## config.mk

```make
export PLATFORM = sky130hd
export DESIGN_NAME = uart_cmd_master
export DESIGN_NICKNAME = d
export VERILOG_FILES = /design/src/rtl/uart_cmd_pkg.sv /design/src/rtl/uart_byte_if.sv /design/src/rtl/uart_tx_frame.sv /design/src/rtl/uart_rx_frame.sv /design/src/rtl/uart_cmd_seq.sv /design/src/rtl/uart_cmd_master.sv
export SDC_FILE = /design/constraint.sdc
export NUM_CORES = 1
export LEC_CHECK = 0
export BUFFER_PORTS_ARGS = -buffer_cell sky130_fd_sc_hd__buf_4
export CORE_UTILIZATION = 40
export DETAILED_ROUTE_END_ITERATION = 7
export HOLD_SLACK_MARGIN = 0.08
export SETUP_SLACK_MARGIN = 0.02
export SYNTH_ARGS = -nofsm -noshare
export SYNTH_HDL_FRONTEND = slang
export SYNTH_SLANG_ARGS = --single-unit
export TNS_END_PERCENT = 100
```

## constraint.sdc

```tcl
create_clock -name clk -period 3.2 [get_ports clk]
set_clock_uncertainty 0.1 [all_clocks]
set_input_delay 0.48 -clock clk [delete_from_list [all_inputs] [get_ports clk]]
set_output_delay 0.48 -clock clk [all_outputs]
set_load 0.005 [all_outputs]
```

## src/rtl/uart_cmd_pkg.sv

```systemverilog
package uart_cmd_pkg;

  localparam int cmd_width = 16;
  localparam int data_bits = 8;

  // command seen as register access fields.
  typedef struct packed {
    logic                 rw;   // 1 is write, 0 is read.
    logic [6:0]           addr;
    logic [data_bits-1:0] data;
  } cmd_fields_t;

  // the same word seen as the two bytes put on the line, hi first.
  typedef struct packed {
    logic [data_bits-1:0] hi;
    logic [data_bits-1:0] lo;
  } cmd_bytes_t;

  typedef union packed {
    cmd_fields_t fields;
    cmd_bytes_t  bytes;
  } cmd_word_u;

  // result of a read command.
  typedef enum logic [1:0] {
    err_none,
    err_parity,
    err_stop,
    err_timeout   // no start bit within the reply window.
  } read_err_e;

endpackage

```

## src/rtl/uart_byte_if.sv

```systemverilog
`timescale 1ns/10ps

interface uart_byte_if;

  logic                                tx_start;       // one cycle.
  logic [uart_cmd_pkg::data_bits-1:0]  tx_byte;
  logic                                tx_busy;
  logic                                rx_en;
  logic                                rx_done;        // one cycle.
  logic [uart_cmd_pkg::data_bits-1:0]  rx_byte;
  logic                                rx_parity_ok;
  logic                                rx_stop_ok;
  logic                                rx_start_seen;  // one cycle.

  modport seq (
    output tx_start, tx_byte, rx_en,
    input  tx_busy, rx_done, rx_byte, rx_parity_ok, rx_stop_ok, rx_start_seen
  );

  modport tx (
    input  tx_start, tx_byte,
    output tx_busy
  );

  modport rx (
    input  rx_en,
    output rx_done, rx_byte, rx_parity_ok, rx_stop_ok, rx_start_seen
  );

endinterface

```

## src/rtl/uart_tx_frame.sv

```systemverilog
`timescale 1ns/10ps

module uart_tx_frame #(
  parameter int clks_per_bit = 434
) (
  input  logic    clk,
  input  logic    rst_n,
  uart_byte_if.tx bus,
  output logic    tx
);

  localparam int cnt_w      = $clog2(clks_per_bit + 1);
  localparam int frame_bits = uart_cmd_pkg::data_bits + 2;  // bits after the start bit.
  localparam int bit_w      = $clog2(frame_bits + 1);

  logic [cnt_w-1:0]      baud_cnt;
  logic [bit_w-1:0]      bit_cnt;
  logic [frame_bits-1:0] shreg;
  logic                  busy;
  logic                  bit_end;

  assign bit_end     = (baud_cnt == cnt_w'(clks_per_bit - 1));
  assign bus.tx_busy = busy;

  // stop, parity and data, shifted out from bit 0.
  always_ff @(posedge clk)
  begin
    if (bus.tx_start && !busy)
      shreg <= {1'b1, ~^bus.tx_byte, bus.tx_byte};
    else if (busy && bit_end)
      shreg <= {1'b1, shreg[frame_bits-1:1]};
  end

  always_ff @(posedge clk or negedge rst_n)
  begin
    if (!rst_n)
    begin
      busy     <= 1'b0;
      baud_cnt <= '0;
      bit_cnt  <= '0;
      tx       <= 1'b1;
    end
    else if (!busy)
    begin
      if (bus.tx_start)
      begin
        busy     <= 1'b1;
        baud_cnt <= '0;
        bit_cnt  <= '0;
        tx       <= 1'b0;  // start bit.
      end
    end
    else if (bit_end)
    begin
      baud_cnt <= '0;
      if (bit_cnt == bit_w'(frame_bits))
        busy <= 1'b0;      // stop bit done, line stays high.
      else
      begin
        tx      <= shreg[0];
        bit_cnt <= bit_cnt + 1'b1;
      end
    end
    else
      baud_cnt <= baud_cnt + 1'b1;
  end

endmodule

```

## src/rtl/uart_rx_frame.sv

```systemverilog
`timescale 1ns/10ps

module uart_rx_frame #(
  parameter int clks_per_bit = 434
) (
  input  logic    clk,
  input  logic    rst_n,
  input  logic    rx,
  uart_byte_if.rx bus
);

  localparam int cnt_w = $clog2(clks_per_bit + 1);
  localparam int bit_w = $clog2(uart_cmd_pkg::data_bits + 1);

  localparam logic [2:0] st_idle   = 3'd0;
  localparam logic [2:0] st_start  = 3'd1;
  localparam logic [2:0] st_data   = 3'd2;
  localparam logic [2:0] st_parity = 3'd3;
  localparam logic [2:0] st_stop   = 3'd4;

  logic [2:0]                         state;
  logic                               rx_meta;
  logic                               rx_sync;
  logic                               rx_prev;
  logic [cnt_w-1:0]                   baud_cnt;
  logic [bit_w-1:0]                   bit_cnt;
  logic [uart_cmd_pkg::data_bits-1:0] shreg;
  logic                               half_bit;
  logic                               full_bit;
  logic                               done_q;
  logic                               seen_q;
  logic                               parity_ok;
  logic                               stop_ok;

  assign half_bit = (baud_cnt == cnt_w'(clks_per_bit / 2 - 1));
  assign full_bit = (baud_cnt == cnt_w'(clks_per_bit - 1));

  assign bus.rx_done       = done_q;
  assign bus.rx_start_seen = seen_q;
  assign bus.rx_byte       = shreg;
  assign bus.rx_parity_ok  = parity_ok;
  assign bus.rx_stop_ok    = stop_ok;

  always_ff @(posedge clk or negedge rst_n)
  begin
    if (!rst_n)
    begin
      rx_meta <= 1'b1;  // idle line is high.
      rx_sync <= 1'b1;
      rx_prev <= 1'b1;
    end
    else
    begin
      rx_meta <= rx;
      rx_sync <= rx_meta;
      rx_prev <= rx_sync;
    end
  end

  // data arrives LSB first.
  always_ff @(posedge clk)
  begin
    if (bus.rx_en && state == st_data && full_bit)
      shreg <= {rx_sync, shreg[uart_cmd_pkg::data_bits-1:1]};
  end

  always_ff @(posedge clk or negedge rst_n)
  begin
    if (!rst_n)
    begin
      state     <= st_idle;
      baud_cnt  <= '0;
      bit_cnt   <= '0;
      done_q    <= 1'b0;
      seen_q    <= 1'b0;
      parity_ok <= 1'b0;
      stop_ok   <= 1'b0;
    end
    else
    begin
      done_q <= 1'b0;
      seen_q <= 1'b0;
      if (!bus.rx_en)
        state <= st_idle;
      else
      begin
        baud_cnt <= baud_cnt + 1'b1;
        case (state)
          st_idle:
          begin
            baud_cnt <= '0;
            if (rx_prev && !rx_sync)
              state <= st_start;
          end
          st_start:
            if (half_bit)
            begin
              baud_cnt <= '0;  // from here on every full count lands mid-bit.
              bit_cnt  <= '0;
              seen_q   <= !rx_sync;
              state    <= rx_sync ? st_idle : st_data;
            end
          st_data:
            if (full_bit)
            begin
              baud_cnt <= '0;
              bit_cnt  <= bit_cnt + 1'b1;
              if (bit_cnt == bit_w'(uart_cmd_pkg::data_bits - 1))
                state <= st_parity;
            end
          st_parity:
            if (full_bit)
            begin
              baud_cnt  <= '0;
              parity_ok <= (rx_sync == ~^shreg);  // odd parity.
              state     <= st_stop;
            end
          st_stop:
            if (full_bit)
            begin
              stop_ok <= rx_sync;
              done_q  <= 1'b1;
              state   <= st_idle;
            end
          default:
            state <= st_idle;
        endcase
      end
    end
  end

endmodule

```

## src/rtl/uart_cmd_seq.sv

```systemverilog
`timescale 1ns/10ps

module uart_cmd_seq #(
  parameter int gap_cycles    = 100,
  parameter int reply_timeout = 4000
) (
  input  logic                               clk,
  input  logic                               rst_n,
  input  uart_cmd_pkg::cmd_word_u            cmd_in,
  input  logic                               cmd_vld,
  output logic                               cmd_rdy,
  output logic [uart_cmd_pkg::data_bits-1:0] read_data,
  output logic                               read_rdy,
  output uart_cmd_pkg::read_err_e            read_err,
  uart_byte_if.seq                           bus
);

  localparam int wait_max = (gap_cycles > reply_timeout) ? gap_cycles : reply_timeout;
  localparam int cnt_w    = $clog2(wait_max + 1);

  localparam logic [2:0] st_idle       = 3'd0;
  localparam logic [2:0] st_send_hi    = 3'd1;
  localparam logic [2:0] st_gap        = 3'd2;
  localparam logic [2:0] st_send_lo    = 3'd3;
  localparam logic [2:0] st_wait_reply = 3'd4;
  localparam logic [2:0] st_receive    = 3'd5;
  localparam logic [2:0] st_finish     = 3'd6;

  logic [2:0]              state;
  uart_cmd_pkg::cmd_word_u cmd_q;
  logic [cnt_w-1:0]        wait_cnt;
  logic                    busy_q;
  logic                    start_q;
  logic                    accept;
  logic                    frame_done;
  logic                    gap_end;
  logic                    give_up;

  assign cmd_rdy    = (state == st_idle);
  assign read_rdy   = (state == st_finish);
  assign accept     = cmd_rdy && cmd_vld;
  assign frame_done = busy_q && !bus.tx_busy;
  // tx_start is registered, so it fires one count early to land the gap exactly.
  assign gap_end    = (wait_cnt == cnt_w'(gap_cycles - 2));
  assign give_up    = (wait_cnt == cnt_w'(reply_timeout - 1)) && !bus.rx_start_seen;

  assign bus.tx_start = start_q;
  assign bus.tx_byte  = (state == st_send_lo) ? cmd_q.bytes.lo : cmd_q.bytes.hi;
  assign bus.rx_en    = (state == st_wait_reply) || (state == st_receive);

  always_ff @(posedge clk)
  begin
    if (accept)
      cmd_q <= cmd_in;
    if (state == st_receive && bus.rx_done)
      read_data <= bus.rx_byte;
    else if (state == st_wait_reply && give_up)
      read_data <= '0;
  end

  always_ff @(posedge clk or negedge rst_n)
  begin
    if (!rst_n)
    begin
      state    <= st_idle;
      wait_cnt <= '0;
      busy_q   <= 1'b0;
      start_q  <= 1'b0;
      read_err <= uart_cmd_pkg::err_none;
    end
    else
    begin
      busy_q   <= bus.tx_busy;
      start_q  <= 1'b0;
      wait_cnt <= wait_cnt + 1'b1;
      case (state)
        st_idle:
          if (accept)
          begin
            start_q <= 1'b1;  // address byte goes out first.
            state   <= st_send_hi;
          end
        st_send_hi:
          if (frame_done)
          begin
            wait_cnt <= '0;
            state    <= cmd_q.fields.rw ? st_gap : st_wait_reply;
          end
        st_gap:
          if (gap_end)
          begin
            start_q <= 1'b1;
            state   <= st_send_lo;
          end
        st_send_lo:
          if (frame_done)
            state <= st_idle;
        st_wait_reply:
          if (bus.rx_start_seen)
            state <= st_receive;
          else if (give_up)
          begin
            read_err <= uart_cmd_pkg::err_timeout;
            state    <= st_finish;
          end
        st_receive:
          if (bus.rx_done)
          begin
            if (!bus.rx_parity_ok)
              read_err <= uart_cmd_pkg::err_parity;  // parity wins over stop.
            else if (!bus.rx_stop_ok)
              read_err <= uart_cmd_pkg::err_stop;
            else
              read_err <= uart_cmd_pkg::err_none;
            state <= st_finish;
          end
        st_finish:
          state <= st_idle;
        default:
          state <= st_idle;
      endcase
    end
  end

endmodule

```

## src/rtl/uart_cmd_master.sv

```systemverilog
`timescale 1ns/10ps

module uart_cmd_master #(
  parameter int clks_per_bit  = 434,
  parameter int gap_cycles    = 100,
  parameter int reply_timeout = 4000
) (
  input  logic                               clk,
  input  logic                               rst_n,
  input  logic [uart_cmd_pkg::cmd_width-1:0] cmd_in,
  input  logic                               cmd_vld,
  input  logic                               rx,
  output logic                               tx,
  output logic                               cmd_rdy,
  output logic [uart_cmd_pkg::data_bits-1:0] read_data,
  output logic                               read_rdy,
  output uart_cmd_pkg::read_err_e            read_err
);

  uart_byte_if byte_bus ();

  // command FSM drives both frame engines.
  uart_cmd_seq #(
    .gap_cycles    (gap_cycles),
    .reply_timeout (reply_timeout)
  ) seq_i (
    .clk       (clk),
    .rst_n     (rst_n),
    .cmd_in    (cmd_in),
    .cmd_vld   (cmd_vld),
    .cmd_rdy   (cmd_rdy),
    .read_data (read_data),
    .read_rdy  (read_rdy),
    .read_err  (read_err),
    .bus       (byte_bus.seq)
  );

  uart_tx_frame #(
    .clks_per_bit (clks_per_bit)
  ) tx_i (
    .clk   (clk),
    .rst_n (rst_n),
    .bus   (byte_bus.tx),
    .tx    (tx)
  );

  uart_rx_frame #(
    .clks_per_bit (clks_per_bit)
  ) rx_i (
    .clk   (clk),
    .rst_n (rst_n),
    .rx    (rx),
    .bus   (byte_bus.rx)
  );

endmodule

```

==> run metrics <==
status completed; period utilization about 78%; crit path launch type register; PostCTS Resize Cnt 0; pin slew with the least headroom to its limit 0.7513 ns; FMAX 401.0 MHz; commonest non-fill, non-tap cell in the layout dfrtp_1; Synth async-reset ratio 58.16%; Mapped Nets 448; overall routing resource usage 14.75%; syn avg cell area 11.16 um^2; Worst-Skew Late Latency 0.35 ns; die width 110.0 um; Arrival @ worst endpoint 2.38 ns; post-route cell area about 5300 um^2; delay-heaviest family, CP simple AND/OR/NAND/NOR gates; # rows 39; FF+latch area around 2700 um^2; Routed WL per cell 13.10 um; clk sinks 98; Post-CTS Hold Buffers 0; Slew Viols, Final 0; die area 12100 um^2; sequential share of the synthesized area 57.08%; Max stage delay cell, worst path or4_4; pwr dens 515.3 nW/um^2; Area Growth Syn to Fin 14.32%; non-filler cells, final 601; vias in the first global route 2934; CP peak stage delay roughly 0.55 ns; hpwl dp 5503 um; Antenna Cells 0; # DRC 0; multi-input logic area 1916 um^2; largest net degree at the start of global routing 58; Clock Path Buffers 2; Worst-path clk slew 0.07 ns; clk root buf clkbuf_16; Post-synth EDFFs between 40 and 50; die height about 110 um; Peak VDD IR 0.0003290 V; total I/O pin count 33; H-Tree Level Count 3; Setup violations, final 0; Max Cap Viol 0; Hold WS roughly 0.092 ns; Seq cells post-synth 98; Synth Flop Type dfrtp_1; distinct cell type count after synthesis 52; Gate Count Post-Synth roughly 420; Total Neg Setup Slack 0 ns; nets 483; initial antenna violation count 0; CP cell instances ha_1 -> nand3_2 -> or4_4 -> o21a_1 -> nor2_1; first-pass GRT wire length 13500 um; CTS tree yes; CP Capture Type register; drt first-iter violations 116; Final Hold Violating Endpoints 0; Final ANT Viol Nets 0; PnR Total Power 2.748 mW; Lkg Pwr around 2.1 nW; port bufs 32; share of layout cells above drive strength 1 16.38%; starting density of the core 41.03%; Place WS around 0.69 ns; Critical Path RT 3.08 ns; fillers between 1000 and 1500; core area approximately 11000 um^2; Via density 5.060; vias 3041; # Post-CTS Setup Buffers 0; headroom to the max-slew limit 49.73%; worst-path fanout max 9; most frequent cells in the layout dfrtp_1 (53), nand2_1 (45), nor2_1 (44); Bufs and invs on worst path 0; Tmin final 2.493 ns; Synth Warn # 0; Routed WL 7874 um; Hold WC Path Type primary input to async pin; Remaining Overflow, GRT 0; reg2reg setup slack 0.71 ns; final RePlAce weighted congestion 0.7769; Inst Count DP 585; Final WS setup 0.7065 ns; fin util 46.90%; RSZ-0062 raised after global routing false; Mapped Area 4664 um^2; TritonCTS Buffers 9; Crit Path Class register to register; Placement Cell Area 5061 um^2; Pre-antenna DRT Iters 4
==> path summary, 6_finish.rpt <==
path,from,to,depth (start not counted)
max in group asynchronous,rst_n,tx_i.baud_cnt[8]$_DFFE_PN0P_,1
setup / recovery,seq_i.wait_cnt[0]$_DFF_PN0_,seq_i.read_data[1]$_SDFFCE_PN0P_,5
hold / removal,rst_n,rx_i.baud_cnt[5]$_DFFE_PN0P_,1
hold reg to reg,rx_i.rx_meta$_DFF_PN1_,rx_i.rx_sync$_DFF_PN1_,0
setup reg to reg,seq_i.wait_cnt[0]$_DFF_PN0_,seq_i.read_data[1]$_SDFFCE_PN0P_,5
min in group clk,rx,rx_i.rx_meta$_DFF_PN1_,1
==> state kept, by name, summed over array words and instances, names as in the netlist, 3 cells and up <==
signal	cells
rx_i.bit_cnt	4
rx_i.baud_cnt	9
rx_i.state	3
tx_i.shreg	9
seq_i.wait_cnt	12
tx_i.bit_cnt	4
seq_i.state	3
tx_i.baud_cnt	9
rx_i.bus.rx_byte	8
seq_i.read_data	8
seq_i.cmd_q	16
==> where the power goes <==
part | internal (mW) | switching, mW | leakage, nW
sequential | 1.38 | 0.0677 | 1.10
clock | 0.528 | 0.464 | 0.129
combinational | 0.151 | 0.157 | 0.916
==> worst register-to-register path, stage by stage, from the launching register on <==
cell	delay, ns
dfrtp_1	0.40
ha_1	0.21
nand3_2	0.12
or4_4	0.55
o21a_1	0.20
nor2_1	0.55
==> area by class of cell <==
cell class | count | area share [%]
well taps | 143 | 3.355
inverters | 11 | 0.7743
clock inverters | 6 | 0.7977
multi-input cells | 298 | 35.92
repair buffers | 35 | 4.927
flip-flops and latches | 98 | 49.93
clock buffers | 10 | 4.294
==> Yosys cell counts, types with 2 or more instances <==
cell | instances | area share (%)
nand4_1 | 5 | 0.67
clkbuf_1 | 8 | 0.64
nand2_1 | 45 | 3.6
mux2i_1 | 9 | 1.9
xor2_1 | 14 | 2.6
and3_1 | 6 | 0.80
nand3b_1 | 4 | 0.64
o21a_1 | 2 | 0.32
o21ai_0 | 32 | 3.4
dfrtp_1 | 53 | 28
and2_1 | 11 | 1.5
nor3_1 | 7 | 0.75
a21oi_1 | 12 | 1.3
buf_2 | 3 | 0.32
a31oi_1 | 4 | 0.54
and3b_1 | 2 | 0.38
o31ai_1 | 3 | 0.48
nor2b_1 | 6 | 0.80
or3_1 | 2 | 0.27
nor3b_2 | 2 | 0.54
and4bb_2 | 4 | 1.1
mux2_2 | 2 | 0.48
nand2b_1 | 7 | 0.94
nor2_1 | 44 | 3.5
or3b_2 | 2 | 0.38
xnor2_1 | 28 | 5.3
nand3_1 | 12 | 1.3
ha_1 | 10 | 2.7
nor4b_1 | 2 | 0.38
dfstp_2 | 4 | 2.3
a21bo_2 | 2 | 0.43
inv_1 | 11 | 0.89
edfxtp_1 | 41 | 26
==> layer usage <==
metal / part of all wire, % / global-route usage, % / vias to the layer above
li1: - / - / 1535
met4: 2.2 / 7.429 / 0
met1: 49 / 19.41 / 1442
met2: 46 / 22.86 / 52
met3: 3.2 / 3.410 / 12
met5: 0 / 0 / -
==> cells by family (layout without fill, tap and decap cells) <==
logic type                 after synthesis  after routing  share of synthesized area [%]
adders and majority gates               10             10                          2.682
xor gates and xnor gates                42             42                          7.886
muxes                                   11             11                          2.414
buffers and inverters                   22             62                          1.851
and+or+nand+nor                        169            169                          19.13
AOI/OAI and AO/OA                       66             66                          8.959
DFF                                     98             98                          57.08
(Power assumes the default switching activity.)
